$ cat src/cpu_pkg.sv
package cpu_pkg;

    //////////////////////////////
    // word types
    //////////////////////////////

    typedef logic [15:0] word_t;        // data, address, instruction
    typedef logic [1:0]  reg_addr_t;
    typedef logic [2:0]  alu_op_t;
    typedef logic [1:0]  branch_t;
    typedef logic [11:0] jump_target_t;

    //////////////////////////////
    // instruction fields
    //////////////////////////////

    localparam int op_msb     = 15;
    localparam int op_lsb     = 12;
    localparam int rs_msb     = 11;
    localparam int rs_lsb     = 10;
    localparam int rt_msb     = 9;
    localparam int rt_lsb     = 8;
    localparam int rd_msb     = 7;
    localparam int rd_lsb     = 6;
    localparam int func_msb   = 5;
    localparam int func_lsb   = 0;
    localparam int imm_msb    = 7;
    localparam int target_msb = 11;

    // opcodes
    localparam logic [3:0] op_bne   = 4'd0;
    localparam logic [3:0] op_beq   = 4'd1;
    localparam logic [3:0] op_adi   = 4'd4;
    localparam logic [3:0] op_ori   = 4'd5;
    localparam logic [3:0] op_lhi   = 4'd6;
    localparam logic [3:0] op_jmp   = 4'd9;
    localparam logic [3:0] op_rtype = 4'd15;

    // func field of r-type
    localparam logic [5:0] fn_add = 6'd0;
    localparam logic [5:0] fn_sub = 6'd1;
    localparam logic [5:0] fn_and = 6'd2;
    localparam logic [5:0] fn_orr = 6'd3;
    localparam logic [5:0] fn_not = 6'd4;
    localparam logic [5:0] fn_wwd = 6'd28;
    localparam logic [5:0] fn_hlt = 6'd29;

    // alu operations
    localparam alu_op_t alu_add    = 3'd0;
    localparam alu_op_t alu_sub    = 3'd1;
    localparam alu_op_t alu_and    = 3'd2;
    localparam alu_op_t alu_or     = 3'd3;
    localparam alu_op_t alu_not    = 3'd4;
    localparam alu_op_t alu_pass_b = 3'd5;  // lhi

    // pc sequencing kinds
    localparam branch_t br_none = 2'd0;
    localparam branch_t br_beq  = 2'd1;
    localparam branch_t br_bne  = 2'd2;
    localparam branch_t br_jump = 2'd3;

endpackage

$ cat src/alu.sv
module alu (
    input  cpu_pkg::alu_op_t alu_op,
    input  logic             use_imm,
    input  cpu_pkg::word_t   rs_data,
    input  cpu_pkg::word_t   rt_data,
    input  cpu_pkg::word_t   imm_value,
    output cpu_pkg::word_t   alu_result,
    output logic             equal
);

    cpu_pkg::word_t operand_b;

    assign operand_b = use_imm ? imm_value : rt_data;

    always_comb begin
        case (alu_op)
            cpu_pkg::alu_add:    alu_result = rs_data + operand_b;
            cpu_pkg::alu_sub:    alu_result = rs_data - operand_b;
            cpu_pkg::alu_and:    alu_result = rs_data & operand_b;
            cpu_pkg::alu_or:     alu_result = rs_data | operand_b;
            cpu_pkg::alu_not:    alu_result = ~rs_data;
            cpu_pkg::alu_pass_b: alu_result = operand_b;
            default:             alu_result = '0;
        endcase
    end

    // registers only, never the immediate
    assign equal = (rs_data == rt_data);

endmodule

$ cat src/cpu.sv
module cpu #(
    parameter cpu_pkg::word_t reset_pc = '0
) (
    input  logic           clk,
    input  logic           reset_n,
    input  cpu_pkg::word_t data1,
    input  logic           m1_ready,
    output logic           read_m1,
    output cpu_pkg::word_t address1,
    output cpu_pkg::word_t num_inst,
    output cpu_pkg::word_t output_port,
    output logic           is_halted
);

    logic                  load_ir;
    logic                  commit;
    cpu_pkg::reg_addr_t    rs_addr;
    cpu_pkg::reg_addr_t    rt_addr;
    cpu_pkg::reg_addr_t    write_addr;
    cpu_pkg::alu_op_t      alu_op;
    logic                  use_imm;
    cpu_pkg::word_t        imm_value;
    cpu_pkg::branch_t      branch_kind;
    cpu_pkg::jump_target_t jump_target;
    logic                  reg_write;
    logic                  wwd;
    logic                  halt;
    cpu_pkg::word_t        rs_data;
    cpu_pkg::word_t        rt_data;
    cpu_pkg::word_t        alu_result;
    logic                  equal;

    cpu_control u_control (
        .clk       (clk),
        .reset_n   (reset_n),
        .m1_ready  (m1_ready),
        .halt      (halt),
        .read_m1   (read_m1),
        .load_ir   (load_ir),
        .commit    (commit),
        .is_halted (is_halted)
    );

    // pc is the fetch address
    program_counter #(
        .reset_pc (reset_pc)
    ) u_pc (
        .clk         (clk),
        .reset_n     (reset_n),
        .commit      (commit),
        .branch_kind (branch_kind),
        .equal       (equal),
        .imm_value   (imm_value),
        .jump_target (jump_target),
        .pc          (address1),
        .num_inst    (num_inst)
    );

    instruction_decoder u_decoder (
        .clk         (clk),
        .reset_n     (reset_n),
        .load_ir     (load_ir),
        .data1       (data1),
        .rs_addr     (rs_addr),
        .rt_addr     (rt_addr),
        .write_addr  (write_addr),
        .alu_op      (alu_op),
        .use_imm     (use_imm),
        .imm_value   (imm_value),
        .branch_kind (branch_kind),
        .jump_target (jump_target),
        .reg_write   (reg_write),
        .wwd         (wwd),
        .halt        (halt)
    );

    register_file u_regs (
        .clk         (clk),
        .reset_n     (reset_n),
        .commit      (commit),
        .reg_write   (reg_write),
        .wwd         (wwd),
        .rs_addr     (rs_addr),
        .rt_addr     (rt_addr),
        .write_addr  (write_addr),
        .alu_result  (alu_result),
        .rs_data     (rs_data),
        .rt_data     (rt_data),
        .output_port (output_port)
    );

    alu u_alu (
        .alu_op     (alu_op),
        .use_imm    (use_imm),
        .rs_data    (rs_data),
        .rt_data    (rt_data),
        .imm_value  (imm_value),
        .alu_result (alu_result),
        .equal      (equal)
    );

endmodule

$ cat src/cpu_control.sv
module cpu_control (
    input  logic clk,
    input  logic reset_n,
    input  logic m1_ready,
    input  logic halt,
    output logic read_m1,
    output logic load_ir,
    output logic commit,
    output logic is_halted
);

    typedef enum logic [1:0] {
        st_fetch,
        st_execute,
        st_halted
    } cpu_state_t;

    cpu_state_t state;
    cpu_state_t next_state;

    //////////////////////////////
    // next state
    //////////////////////////////

    always_comb begin
        next_state = state;
        case (state)
            st_fetch: begin
                if (m1_ready) begin
                    next_state = st_execute;    // instruction arrives on this edge
                end
            end
            st_execute: begin
                if (halt) begin
                    next_state = st_halted;
                end else begin
                    next_state = st_fetch;
                end
            end
            st_halted: begin
                next_state = st_halted;         // only reset leaves
            end
            default: begin
                next_state = st_fetch;
            end
        endcase
    end

    always_ff @(posedge clk) begin
        if (reset_n) begin
            state <= st_fetch;
        end else begin
            state <= next_state;
        end
    end

    //////////////////////////////
    // outputs
    //////////////////////////////

    // request is held off while reset is asserted
    assign read_m1   = (state == st_fetch) && !reset_n;
    assign load_ir   = read_m1 && m1_ready;
    assign commit    = (state == st_execute);
    assign is_halted = (state == st_halted);

endmodule

$ cat src/instruction_decoder.sv
module instruction_decoder (
    input  logic                  clk,
    input  logic                  reset_n,
    input  logic                  load_ir,
    input  cpu_pkg::word_t        data1,
    output cpu_pkg::reg_addr_t    rs_addr,
    output cpu_pkg::reg_addr_t    rt_addr,
    output cpu_pkg::reg_addr_t    write_addr,
    output cpu_pkg::alu_op_t      alu_op,
    output logic                  use_imm,
    output cpu_pkg::word_t        imm_value,
    output cpu_pkg::branch_t      branch_kind,
    output cpu_pkg::jump_target_t jump_target,
    output logic                  reg_write,
    output logic                  wwd,
    output logic                  halt
);

    cpu_pkg::word_t ir;
    logic [3:0]     opcode;
    logic [5:0]     func;
    logic [7:0]     imm;
    cpu_pkg::word_t imm_sext;
    cpu_pkg::word_t imm_zext;
    cpu_pkg::word_t imm_high;

    always_ff @(posedge clk) begin
        if (reset_n) begin
            ir <= '0;
        end else if (load_ir) begin
            ir <= data1;
        end
    end

    //////////////////////////////
    // fields
    //////////////////////////////

    assign opcode      = ir[cpu_pkg::op_msb:cpu_pkg::op_lsb];
    assign func        = ir[cpu_pkg::func_msb:cpu_pkg::func_lsb];
    assign imm         = ir[cpu_pkg::imm_msb:0];
    assign rs_addr     = ir[cpu_pkg::rs_msb:cpu_pkg::rs_lsb];
    assign rt_addr     = ir[cpu_pkg::rt_msb:cpu_pkg::rt_lsb];
    assign jump_target = ir[cpu_pkg::target_msb:0];

    assign imm_sext = {{8{imm[7]}}, imm};   // adi, branches
    assign imm_zext = {8'h00, imm};         // ori
    assign imm_high = {imm, 8'h00};         // lhi

    //////////////////////////////
    // control
    //////////////////////////////

    always_comb begin
        write_addr  = ir[cpu_pkg::rd_msb:cpu_pkg::rd_lsb];
        alu_op      = cpu_pkg::alu_add;
        use_imm     = 1'b0;
        imm_value   = imm_sext;
        branch_kind = cpu_pkg::br_none;
        reg_write   = 1'b0;
        wwd         = 1'b0;
        halt        = 1'b0;
        case (opcode)
            cpu_pkg::op_rtype: begin
                reg_write = 1'b1;
                case (func)
                    cpu_pkg::fn_add: alu_op = cpu_pkg::alu_add;
                    cpu_pkg::fn_sub: alu_op = cpu_pkg::alu_sub;
                    cpu_pkg::fn_and: alu_op = cpu_pkg::alu_and;
                    cpu_pkg::fn_orr: alu_op = cpu_pkg::alu_or;
                    cpu_pkg::fn_not: alu_op = cpu_pkg::alu_not;
                    default:         reg_write = 1'b0;
                endcase
                wwd  = (func == cpu_pkg::fn_wwd);
                halt = (func == cpu_pkg::fn_hlt);
            end
            cpu_pkg::op_adi, cpu_pkg::op_ori, cpu_pkg::op_lhi: begin
                write_addr = rt_addr;
                use_imm    = 1'b1;
                reg_write  = 1'b1;
                if (opcode == cpu_pkg::op_ori) begin
                    alu_op    = cpu_pkg::alu_or;
                    imm_value = imm_zext;
                end else if (opcode == cpu_pkg::op_lhi) begin
                    alu_op    = cpu_pkg::alu_pass_b;
                    imm_value = imm_high;
                end
            end
            cpu_pkg::op_beq: branch_kind = cpu_pkg::br_beq;
            cpu_pkg::op_bne: branch_kind = cpu_pkg::br_bne;
            cpu_pkg::op_jmp: branch_kind = cpu_pkg::br_jump;
            default: ;  // counted no-op
        endcase
    end

endmodule

$ cat src/program_counter.sv
module program_counter #(
    parameter cpu_pkg::word_t reset_pc = '0
) (
    input  logic                  clk,
    input  logic                  reset_n,
    input  logic                  commit,
    input  cpu_pkg::branch_t      branch_kind,
    input  logic                  equal,
    input  cpu_pkg::word_t        imm_value,
    input  cpu_pkg::jump_target_t jump_target,
    output cpu_pkg::word_t        pc,
    output cpu_pkg::word_t        num_inst
);

    cpu_pkg::word_t pc_plus_one;
    cpu_pkg::word_t branch_addr;
    cpu_pkg::word_t jump_addr;
    cpu_pkg::word_t next_pc;

    assign pc_plus_one = pc + 16'd1;
    assign branch_addr = pc_plus_one + imm_value;   // imm already sign extended
    assign jump_addr   = {pc[15:12], jump_target};

    // branches resolve here, nothing is predicted
    always_comb begin
        case (branch_kind)
            cpu_pkg::br_beq:  next_pc = equal ? branch_addr : pc_plus_one;
            cpu_pkg::br_bne:  next_pc = equal ? pc_plus_one : branch_addr;
            cpu_pkg::br_jump: next_pc = jump_addr;
            default:          next_pc = pc_plus_one;
        endcase
    end

    always_ff @(posedge clk) begin
        if (reset_n) begin
            pc       <= reset_pc;
            num_inst <= '0;
        end else if (commit) begin
            pc       <= next_pc;
            num_inst <= num_inst + 16'd1;   // every retired instruction counts
        end
    end

endmodule

$ cat src/register_file.sv
module register_file (
    input  logic               clk,
    input  logic               reset_n,
    input  logic               commit,
    input  logic               reg_write,
    input  logic               wwd,
    input  cpu_pkg::reg_addr_t rs_addr,
    input  cpu_pkg::reg_addr_t rt_addr,
    input  cpu_pkg::reg_addr_t write_addr,
    input  cpu_pkg::word_t     alu_result,
    output cpu_pkg::word_t     rs_data,
    output cpu_pkg::word_t     rt_data,
    output cpu_pkg::word_t     output_port
);

    cpu_pkg::word_t regs [4];

    // two combinational read ports
    assign rs_data = regs[rs_addr];
    assign rt_data = regs[rt_addr];

    always_ff @(posedge clk) begin
        if (reset_n) begin
            for (int i = 0; i < 4; i++) begin
                regs[i] <= '0;
            end
        end else if (commit && reg_write) begin
            regs[write_addr] <= alu_result;
        end
    end

    // output port register, loaded by wwd
    always_ff @(posedge clk) begin
        if (reset_n) begin
            output_port <= '0;
        end else if (commit && wwd) begin
            output_port <= rs_data;
        end
    end

endmodule

$ cat config.mk
export PLATFORM = sky130hd
export DESIGN_NAME = cpu
export DESIGN_NICKNAME = d
export VERILOG_FILES = /design/src/cpu_pkg.sv /design/src/alu.sv /design/src/cpu.sv /design/src/cpu_control.sv /design/src/instruction_decoder.sv /design/src/program_counter.sv /design/src/register_file.sv
export SDC_FILE = /design/constraint.sdc
export NUM_CORES = 1
export LEC_CHECK = 0
export CORE_MARGIN = 2
export CORE_UTILIZATION = 38
export CTS_BUF_LIST = sky130_fd_sc_hd__clkbuf_16
export CTS_CLUSTER_SIZE = 10
export DETAILED_ROUTE_END_ITERATION = 7
export DONT_BUFFER_PORTS = 1
export GPL_TIMING_DRIVEN = 0
export RECOVER_POWER = 100
export SLEW_MARGIN = 20
export SYNTH_ARGS = -nofsm -noshare
export SYNTH_HDL_FRONTEND = slang
export SYNTH_SLANG_ARGS = --single-unit
$ cat constraint.sdc
create_clock -name clk -period 5.95 [get_ports clk]
set_input_delay 0.8925 -clock clk [delete_from_list [all_inputs] [get_ports clk]]
set_output_delay 0.8925 -clock clk [all_outputs]
set_load 0.01 [all_outputs]
# Word level (Yosys, flattened, before mapping)
# Memories as Yosys holds them, arrays and structs flattened. A register that Yosys moved wholly into a read port is not among the register bits.
# Index checks and enable logic that the tools add are counted.
[totals] reg_bits=66 mem_bits_rw=64 out_inout_bits=50 elab_cells=87 n_memories=1
[mem_list] name="u_regs.regs" depth=4 word_bits=16 read_ports=2 rd_ports_with_merged_regs=2 write_ports=4 line="register_file.sv:16" text="cpu_pkg::word_t regs [4];"
[op_classes] n_addsub=5 eq_ne=24 mux=34 n_bitwise=4 reduce_logical=13
[op_table] cell="two-way mux 16 bit" count=6
[op_table] cell="one-hot mux 16 bit (6 select lines)" count=1
[op_table] cell="one-hot mux 16 bit (3 select lines)" count=1
[op_table] cell="adder 16 x 1 -> 16 bit, second input constant" count=2
[op_table] cell="adder 16 bit" count=2
[op_table] cell="bitwise AND 16 bit" count=1
[op_table] cell="equality test 16 bit" count=1
[op_table] cell="two-way mux 2 bit" count=8
[op_table] cell="NOT 16 bit" count=1
[op_table] cell="OR 16 bit" count=1
[op_table] cell="OR reduction 16 bit" count=1
[op_table] cell="subtractor 16 bit" count=1
[op_table] cell="two-way mux 15 bit" count=1
[op_table] cell="equality test 4 x 3 -> 1 bit, second input constant" count=3
[op_table] cell="equality test 6 x 2 -> 1 bit, second input constant" count=2
[op_table] cell="equality test 6 x 5 -> 1 bit, second input constant" count=2
[op_table] cell="one-hot mux 2 bit (3 select lines)" count=2
[op_table] cell="one-hot mux 3 bit (4 select lines)" count=1
[op_table] cell="two-way mux 1 bit" count=10
[op_table] cell="equality test 4 bit, second input constant" count=2
[op_table] cell="equality test 2 bit, second input constant" count=3
[op_table] cell="equality test 3 x 2 -> 1 bit, second input constant" count=2
[op_table] cell="equality test 3 bit, second input constant" count=2
[op_table] cell="equality test 6 x 1 -> 1 bit, second input constant" count=1
[op_table] cell="18 further kinds" count=23

# Depth between registers and ports, before layout
# Gate-level depths: netlist of run 1.
[depth] ltp_word=10 depth_mapped=19 depth_no_buf=16

# Modules after synthesis
# A second synthesis of run 1 with hierarchy kept.
[hier_totals] cells_unflattened=1067 area_unflattened_um2=10176.0
[by_module_without_submodules] module="register_file" n_inst=1 cells_per_inst=289 area_per_inst_um2=4246.6
[by_module_without_submodules] module="program_counter" n_inst=1 cells_per_inst=318 area_per_inst_um2=2522.4
[by_module_without_submodules] module="alu" n_inst=1 cells_per_inst=328 area_per_inst_um2=2280.9
[by_module_without_submodules] module="instruction_decoder" n_inst=1 cells_per_inst=122 area_per_inst_um2=1034.7
[by_module_without_submodules] module="cpu_control" n_inst=1 cells_per_inst=10 area_per_inst_um2=91.3

# Worst setup path after synthesis of run 1
# Ideal clock, no wire load.
[synth_path] path_type="register -> register" startpoint="register (tool-made name)" endpoint="memory u_regs.regs[0][15] (netlist bit), data pin" setup_ns=0.270 arrival_ns=4.382 setup_slack_ns=1.297 stages_incl_launch_ff=19 n_path_buf=2 path_cell_list="dfxtp_1 > clkbuf_1 > clkbuf_1 > mux4_2 > a2111oi_0 > o211ai_1 > or3_1 > o21ai_0 > xor2_1 > ha_1 > a21o_1 > a21oi_1 > o21bai_1 > a41o_1 > a211o_1 > a21oi_1 > and3_1 > o31a_1 > nor2_1"
[synth_rtl] element="end, declared" line="register_file.sv:16"

==> results.cfg, run 1 <==
[outcome]
result_of_the_run = finished with violations
violations = capacitance limit, slew limit

[flow_run]
drv_cap = 3

[die]
io-pin-count = 69
floorplan.rows = 57
dieArea_mm2 = 0.02573
die_height_um = 160.4
floorplan.initialDensity_pct = 38.45
die-width_um = 160.4
core_area_mm2 = 0.02418

[setup_path]
critical-path-max-stage-delay_ns = 1.33
path_max_fanout = 10
timing.critical_path.max_delay_family = simple AND/OR/NAND/NOR gates
timing_worst_setup_path_type = flop to flop
crit_path_top_delay_cell = nor4_1
critical_path_required_ns = 6.29
critical_path_buf_inv_count = 3
element_type_at_the_critical_path_start = flop
timing.critical_path.arrival_ns = 6.01
worst_setup_path_end_kind = flop
worst_path_most_repeated_cell = clkbuf_1
crit_path_cell_trace = clkbuf_1 > clkbuf_1 > mux4_2 > xnor2_1 > nand4_1 > nor4_1 > xnor2_1 > nor3_1 > clkbuf_1 > a32oi_1 > a211oi_1

[logic_synthesis]
synth-seq-area-share_pct = 35.75
asyncSetResetFlopFracSynth_pct = 0
synth_area_per_cell_um2 = 8.871
synth.ff_latch_count = 134
netlist_instances = 1048
number_of_enable_flip_flop_cells_after_synthesis = 64
synthesis.yosys.warnings = 0
yosys_most_used_dff = dfxtp_1
synth_cell_type_count = 73
post_synth_instance_area_mm2 = 0.009296
mappedNetlistNets = 1103

[drt]
drc = 0
via_density_per_instance = 5.799
final_antenna_net_count = 0
detailedRoute.firstIterationViolations = 737
vias = 8148
post_drt_wl_per_cell_um = 20.86
totalWireLength_mm = 29.31
drt-pass1-iter-count = 5

[clock_tree]
total_clock_buffers_created_by_cts = 17
cts_sinks = 134
ctsRootBufferMaster = clkbuf_16
cts_tree = yes
cts_buffer_depth = 2
worst_skew_pair.late_latency_ns = 0.43
cts-htree-levels = 4
cts.hold.buffers_added = 0
cts.reportedPaths.clkPinSlew_ns = 0.06

[pwr]
power_density_mw_per_mm2 = 275.1
ir_drop_mv = 0.1830
leakage_nw = 3.807

[global_routing]
grt_first_pass_wirelength_mm = 45.46
grt-ovfl-total = 0
largest_net_degree_at_the_start_of_global_routing = 17
grt_use_total_pct = 22.86
number_of_global_route_vias_before_repair = 7914
grt_antenna_before_repair = 0

[layout]
design.final.nets = 1123
antennaDiodeCount = 0
final_common_cell = nand2_1
final_core_util_pct = 42.43
area_growth_pct = 10.35
layout.cells.most_common_list = nand2_1 (132), nor2_1 (120), o21ai_0 (71)
fill_cell_total_of_the_finished_layout = 2423
drive_above_1_share_pct = 7.678

[place]
place_ws_ns = 0.02384
io_buffer_count = 0
dpl.hpwl_mm = 22.17
gp_congestion = 0.9575

[sta]
final-max-slew-violation-count = 17
final_min_period_over_clock_period_pct = 95.25
totalNegativeSetupSlack_ns = 0
timing.final.crit_period_ns = 5.668
hold_violation_count_in_the_final_report = 0
finalWorstSetupSlack_ns = 0.2824
setup_violations = 0
max_freq_mhz = 176.4
worst_slew_margin_rel_pct = -10.26
setup_repair_after_global_routing_missed_its_margin = false
tightestPinTransition_ns = 1.639
fin_worst_skew_ns = 0.01510

[min_path]
worstHoldPathType = flop to flop
-- metrics by stage --
step | hold WS, ns | cell area (um2) | power [mW] | instances
after floorplan | 0.4720 | 9296 | 1.592 | 1048
after global placement | 0.4914 | 9702 | 1.765 | 1372
after detailed placement | 0.4930 | 9717 | 1.771 | 1373
after CTS | 0.5076 | 10300 | 2.828 | 1405
final | 0.5047 | 10260 | 2.822 | 1405
after global routing | 0.5128 | 10260 | 2.947 | 1405
-- flip-flops by register name (all words and copies together) (netlist names), named ones only --
| signal | flops |
|---|---|
| u_pc.num_inst | 16 |
| u_regs.regs | 64 |
| u_decoder.ir | 16 |
| u_pc.pc | 16 |
| u_control.state | 2 |
| u_regs.output_port | 16 |
-- logic make-up (layout without fill, tap and decap cells) --
group	count (synthesis)	in the layout	synth area share [%]
multiplexers	34	34	7.981
XOR/XNOR	83	83	7.981
AO/OA/AOI/OAI	263	263	18.10
buffers and inverters	96	129	4.132
AND/OR/NAND/NOR	391	391	19.87
flip-flops	134	134	35.75
adder cells (fa/ha/maj)	47	47	6.191
-- what timing repair did --
item | in CTS | in global routing
resized for setup | 0 | 5
setup buffers | 0 | 0
setup endpoints to repair | 0 | 22
-- Yosys cell counts, drive strengths merged (8+ instances only) --
cell	count	area [um2]
nand2	132	495.5
nor2	120	450.4
o21ai	72	360.3
dfxtp	70	1401
a21oi	69	345.3
edfxtp	64	1922
xnor2	50	452.9
clkbuf	49	183.9
inv	37	138.9
ha	34	425.4
xor2	33	289.0
mux4	32	720.7
nand2b	24	150.1
and2	22	137.6
nand3	20	100.1
a21o	16	120.1
a221oi	12	105.1
and3	12	75.07
nor3	12	71.32
maj3	11	110.1
nand4	10	68.81
a211oi	9	67.56
buf	9	57.54
o31ai	9	67.56
o211ai	8	60.06
o22ai	8	50.05
-- worst register-to-register path, stage by stage, from the launching register on --
cell and delay (ns):
dfxtp_1 0.31, clkbuf_1 0.40, clkbuf_1 0.62, mux4_2 0.52, xnor2_1 0.25, nand4_1 0.11, nor4_1 1.33, xnor2_1 0.56
nor3_1 0.54, clkbuf_1 0.48, a32oi_1 0.21, a211oi_1 0.25
-- path summary, 6_finish.rpt --
| kind | from | to | cells past startpoint | slack, ns |
|---|---|---|---|---|
| min | u_regs.output_port[12]$_SDFFE_PP0P_ | u_regs.output_port[12]$_SDFFE_PP0P_ | 2 | 0.50 |
| max reg2reg | flop | u_pc.pc[12]$_SDFFE_PP0P_ | 11 | 0.28 |
| max | flop | u_pc.pc[12]$_SDFFE_PP0P_ | 11 | 0.28 |
| min reg2reg | u_regs.output_port[12]$_SDFFE_PP0P_ | u_regs.output_port[12]$_SDFFE_PP0P_ | 2 | 0.50 |
-- power breakdown --
part | switching [mW] | internal [mW]
Sequential | 0.0335 | 1.00
Combinational | 0.448 | 0.282
Clock | 0.439 | 0.620
Total | 0.921 | 1.90
-- metal layers --
metal,vias up,global-route usage (%),wire (um)
met2,311,36.91,13560
li1,3836,-,-
met3,32,3.280,2023
met4,0,6.143,502
met5,-,0,0
met1,3969,32.20,13230
-- cell type report --
type	instances	area (um2)	area share [%]
clock inverter	15	157.7	1.537
inverter	38	142.6	1.390
multi-input combinational	818	5562	54.21
sequential	134	3323	32.39
timing repair buffer	1	3.754	0.03659
clock buffer	17	425.4	4.147
buffer	58	239.0	2.330
tap	324	405.4	3.952
Power figures use the tool's default switching activity.
==> inputs of run 2 (changes only) <==
CORE_MARGIN = 5   (was 2)
==> results.cfg, run 2 (synthesis gave the netlist of run 1 again) <==
[place]
post-place-cells = 1373
dpl.hpwl_mm = 22.59
gp_congestion = 0.9343
io_buffer_count = 0

[global_routing]
grt_first_pass_wirelength_mm = 45.60
grt_use_total_pct = 20.78
groute.layer.met1.usage_pct = 29.01
number_of_global_route_vias_before_repair = 7788
groute.layer.met3.usage_pct = 3.958
grt_antenna_before_repair = 0
grt-ovfl-total = 0
layer_carrying_the_most_global_route_usage = met2
largest_net_degree_at_the_start_of_global_routing = 17
met2_usage_pct = 33.17

[die]
die-width_um = 166.4
floorplan.initialDensity_pct = 38.45
floorplan.rows = 57
dieArea_mm2 = 0.02769
io-pin-count = 69
die_height_um = 166.4
core_area_mm2 = 0.02418

[pwr]
power_density_mw_per_mm2 = 274.1
ir_drop_mv = 0.1663
leakage_nw = 3.818

[clock_tree]
total_clock_buffers_created_by_cts = 17
cts-htree-levels = 4
cts_sinks = 134
cts_buffer_depth = 2
cts.reportedPaths.clkPinSlew_ns = 0.07
cts_tree = yes
postCtsSetupRepairBufs = 0
ctsRootBufferMaster = clkbuf_16
worst_skew_pair.late_latency_ns = 0.43

[setup_path]
critical_path_required_ns = 6.12
timing.critical_path.arrival_ns = 5.68
path_max_fanout = 10
timing_worst_setup_path_type = flop to flop
timing.rr.end = u_regs.regs[1][13]$_SDFFCE_PN0P_
endpoint = u_regs.regs[1][13]$_SDFFCE_PN0P_
setup.reg_to_reg.worst_slack_ns = 0.44
worst_setup_path_end_kind = flop
element_type_at_the_critical_path_start = flop
r2r_cells = 17

[flow_run]
drv_cap = 2

[layout]
final-seq-area_mm2 = 0.003323
multi_input_area_mm2 = 0.005562
final_common_cell = nand2_1
final_core_util_pct = 42.41
register_name_with_the_most_flops = u_regs.regs
largest_register_ffs = 64
area_growth_pct = 10.30
drive_above_1_share_pct = 7.863
fill_cell_total_of_the_finished_layout = 2366
finish.cell_count_without_fillers = 1405
antennaDiodeCount = 0
layout.cells.most_common_list = nand2_1 (132), nor2_1 (120), o21ai_0 (71)
design.final.nets = 1123

[sta]
final_min_period_over_clock_period_pct = 92.62
fin_worst_skew_ns = 0.01837
timing.final.crit_period_ns = 5.511
setup_violations = 0
hold_violation_count_in_the_final_report = 0
worst_slew_margin_rel_pct = -7.651
totalNegativeSetupSlack_ns = 0
max_freq_mhz = 181.5
tightestPinTransition_ns = 1.600
setup_repair_after_global_routing_missed_its_margin = false
final-max-slew-violation-count = 17

[drt]
drt-pass1-iter-count = 8
totalWireLength_mm = 29.79
post_drt_wl_per_cell_um = 21.20
vias = 8317
final_antenna_net_count = 0
via_density_per_instance = 5.920
drc = 0
detailedRoute.firstIterationViolations = 815

[outcome]
violations = capacitance limit, slew limit
result_of_the_run = finished with violations

[min_path]
whs_path_depth = 2
worstHoldPathType = flop to flop
==> run 2: worst max-delay path, cell delays in order (launching register included) <==
cell and delay [ns]:
dfxtp_1 0.31, clkbuf_1 0.38, clkbuf_2 0.42, mux4_2 0.44, a2111oi_0 0.43, o211ai_1 0.28
or3_1 0.45, nand2_1 0.10, xor2_1 0.20, ha_1 0.28, and3_1 0.17, a21oi_1 0.14
nand2_1 0.07, a31oi_1 0.59, o31ai_1 0.21, xor2_1 0.18, a21oi_1 0.49, nor2_1 0.10
==> run 2: worst min-delay path by stage <==
| stage | startpoint | endpoint | slack (ns) |
|---|---|---|---|
| after global placement | u_regs.output_port[11]$_SDFFE_PP0P_ | u_regs.output_port[11]$_SDFFE_PP0P_ | 0.49 |
| after CTS | u_regs.output_port[14]$_SDFFE_PP0P_ | u_regs.output_port[14]$_SDFFE_PP0P_ | 0.51 |
| after detailed placement | u_regs.output_port[14]$_SDFFE_PP0P_ | u_regs.output_port[14]$_SDFFE_PP0P_ | 0.49 |
| final | u_regs.output_port[11]$_SDFFE_PP0P_ | u_regs.output_port[11]$_SDFFE_PP0P_ | 0.50 |
| after global routing | u_regs.output_port[14]$_SDFFE_PP0P_ | u_regs.output_port[14]$_SDFFE_PP0P_ | 0.53 |
| after floorplan | u_decoder.ir[11]$_SDFFE_PP0P_ | flop | 0.47 |
==> run 2: layer usage <==
| metal | share of wire [%] | up-vias |
|---|---|---|
| met4 | 2.3 | 0 |
| met3 | 8.1 | 47 |
| li1 | - | 3842 |
| met2 | 46 | 378 |
| met5 | 0 | - |
| met1 | 44 | 4050 |
==> run 2: layout make-up <==
class / instances / share of cell area, %
multi-input combinational: 818 / 54.24
sequential: 134 / 32.41
clock buffer: 18 / 4.393
tap: 324 / 3.954
buffer: 58 / 2.379
inverter: 38 / 1.391
clock inverter: 14 / 1.196
timing repair buffer: 1 / 0.03661
==> run 2: report_power, final <==
part / internal [mW] / switching, mW
clock: 0.604 / 0.440
sequential: 1.00 / 0.0345
combinational: 0.283 / 0.449
total: 1.89 / 0.924
==> run 2: timing repair <==
item,CTS,global route
hold buffers,0,0
setup endpoints to repair,0,22
gates resized for setup,0,7
==> run 2: metrics by stage <==
step	setup slack [ns]	power [mW]	hold WS, ns	instance area [um2]
after floorplan	1.297	1.592	0.4720	9296
after global placement	0.08496	1.765	0.4942	9702
after detailed placement	0.1309	1.772	0.4915	9717
after CTS	0.09443	2.810	0.5081	10290
after global routing	0.1324	2.936	0.5266	10250
final	0.4393	2.811	0.5049	10250
==> inputs of run 3 (changes only) <==
==> constraint.sdc (replaced) <==
create_clock -name clk -period 5.95 [get_ports clk]
set_input_delay 0 -clock clk [delete_from_list [all_inputs] [get_ports clk]]
set_output_delay 0 -clock clk [all_outputs]
set_load 0.01 [all_outputs]
==> results.cfg, run 3 (synthesis gave the netlist of run 1 again) <==
[global_routing]
grt_use_total_pct = 20.88
number_of_global_route_vias_before_repair = 7912
largest_net_degree_at_the_start_of_global_routing = 17
grt_first_pass_wirelength_mm = 45.95
grt_antenna_before_repair = 0
grt-ovfl-total = 0

[sta]
hold_violation_count_in_the_final_report = 0
worst_slew_margin_rel_pct = -13.41
setup_repair_after_global_routing_missed_its_margin = false
max_freq_mhz = 179.4
final-max-slew-violation-count = 17
tightestPinTransition_ns = 1.686
setup_violations = 0
fin_worst_skew_ns = 0.01590
final_min_period_over_clock_period_pct = 93.68
hold-worst-slack_ns = 0.06180
timing.final.crit_period_ns = 5.574
totalNegativeSetupSlack_ns = 0

[layout]
drive_above_1_share_pct = 7.727
final_common_cell = nand2_1
design.final.nets = 1142
layout.cells.most_common_list = nand2_1 (132), nor2_1 (120), o21ai_0 (71)
register_name_with_the_most_flops = u_regs.regs
final-seq-area_mm2 = 0.003323
antennaDiodeCount = 0
area_growth_pct = 12.34
multi_input_area_mm2 = 0.005562
fill_cell_total_of_the_finished_layout = 2346
final_design_area_no_fill_mm2 = 0.01044
largest_register_ffs = 64

[setup_path]
r2r_cells = 11
element_type_at_the_critical_path_start = flop
path_max_fanout = 10
critical_path_buf_inv_count = 3
crit_path_cell_trace = clkbuf_1 > clkbuf_1 > mux4_2 > xnor2_1 > nand4_1 > nor4_1 > xnor2_1 > nor3_1 > buf_4 > nand2_1 > a311oi_1
crit_path_top_delay_cell = nor4_1
critical-path-max-stage-delay_ns = 1.37
timing.critical_path.max_delay_family = simple AND/OR/NAND/NOR gates
worst-path-stages = 11
timing.critical_path.arrival_ns = 5.88
critical_path_required_ns = 6.26
timing_worst_setup_path_type = flop to flop
worst_setup_path_end_kind = flop

[clock_tree]
cts_tree = yes
cts.reportedPaths.clkPinSlew_ns = 0.06
cts_buffer_depth = 2
total_clock_buffers_created_by_cts = 17
cts-htree-levels = 4
ctsRootBufferMaster = clkbuf_16
worst_skew_pair.late_latency_ns = 0.43
cts_sinks = 134
postCtsSetupRepairBufs = 0

[place]
cell_area_after_placement_mm2 = 0.009717
gp_congestion = 0.9343
dpl.hpwl_mm = 22.59
io_buffer_count = 0

[die]
floorplan.rows = 57
die-width_um = 166.4
die_height_um = 166.4
floorplan.initialDensity_pct = 38.45
dieArea_mm2 = 0.02769
io-pin-count = 69
core_area_mm2 = 0.02418

[drt]
via_density_per_instance = 5.851
final_antenna_net_count = 0
totalWireLength_mm = 29.89
vias = 8332
post_drt_wl_per_cell_um = 20.99
drt-pass1-iter-count = 6
detailedRoute.firstIterationViolations = 875
drc = 0

[flow_run]
drv_cap = 2

[min_path]
worstHoldPathType = input port to primary output
whs_path_depth = 1

[pwr]
post-layout-total-power_mw = 2.819
power_density_mw_per_mm2 = 269.9
ir_drop_mv = 0.1654
leakage_nw = 3.901

[outcome]
result_of_the_run = finished with violations
violations = capacitance limit, slew limit
[run 3: changes by cell type in the layout (fill, tap and decap cells not counted)]
cell           change
dlygate4sd3_1     +19
[run 3: worst reg2reg max path, cell delays in order, from the launching register on]
cell,delay (ns)
dfxtp_1,0.31
clkbuf_1,0.39
clkbuf_1,0.61
mux4_2,0.52
xnor2_1,0.27
nand4_1,0.11
nor4_1,1.37
xnor2_1,0.57
nor3_1,0.60
buf_4,0.30
nand2_1,0.07
a311oi_1,0.33
[run 3: through the flow]
step | cells | util [%] | worst slack [ns]
2_1_floorplan | 1048 | - | 1.297
3_3_place_gp | 1372 | 40.13 | 0.08496
3_5_place_dp | 1373 | 40.19 | 0.1309
4_1_cts | 1424 | 43.35 | 0.09443
5_1_grt | 1424 | 43.20 | 0.1324
6_report | 1424 | 43.20 | 0.3760
[run 3: final cells by class]
class,count,share of cell area [%]
Sequential cell,134,31.82
Buffer,58,2.336
Timing Repair Buffer,20,1.857
Clock inverter,14,1.174
Tap cell,324,3.882
Inverter,38,1.366
Clock buffer,18,4.313
Multi-Input combinational cell,818,53.25
[run 3: path summary, 6_finish.rpt]
path                                       start  slack, ns                                  end
max                                         flop       0.38              u_pc.pc[6]$_SDFFE_PP0P_
min                                      reset_n       0.06                              read_m1
max reg2reg                                 flop       0.38              u_pc.pc[6]$_SDFFE_PP0P_
min reg2reg  u_regs.output_port[11]$_SDFFE_PP0P_       0.51  u_regs.output_port[11]$_SDFFE_PP0P_
[run 3: repair_timing]
action,in CTS,in global routing
setup endpoints to repair,0,22
endpoints found under the hold margin,21,0
gates resized for setup,0,7
hold buffers,19,0
[run 3: where the power goes]
| part | internal [mW] | switching, mW |
|---|---|---|
| Sequential | 1.00 | 0.0344 |
| Clock | 0.604 | 0.437 |
| Combinational | 0.292 | 0.451 |
[run 3: metal layers]
layer	wire length [um]	GRT usage [%]	vias up
li1	-	-	3874
met1	13030	28.96	4040
met2	13770	33.33	363
met3	2430	4.148	55
met4	659	6.048	0
met5	0	0	-
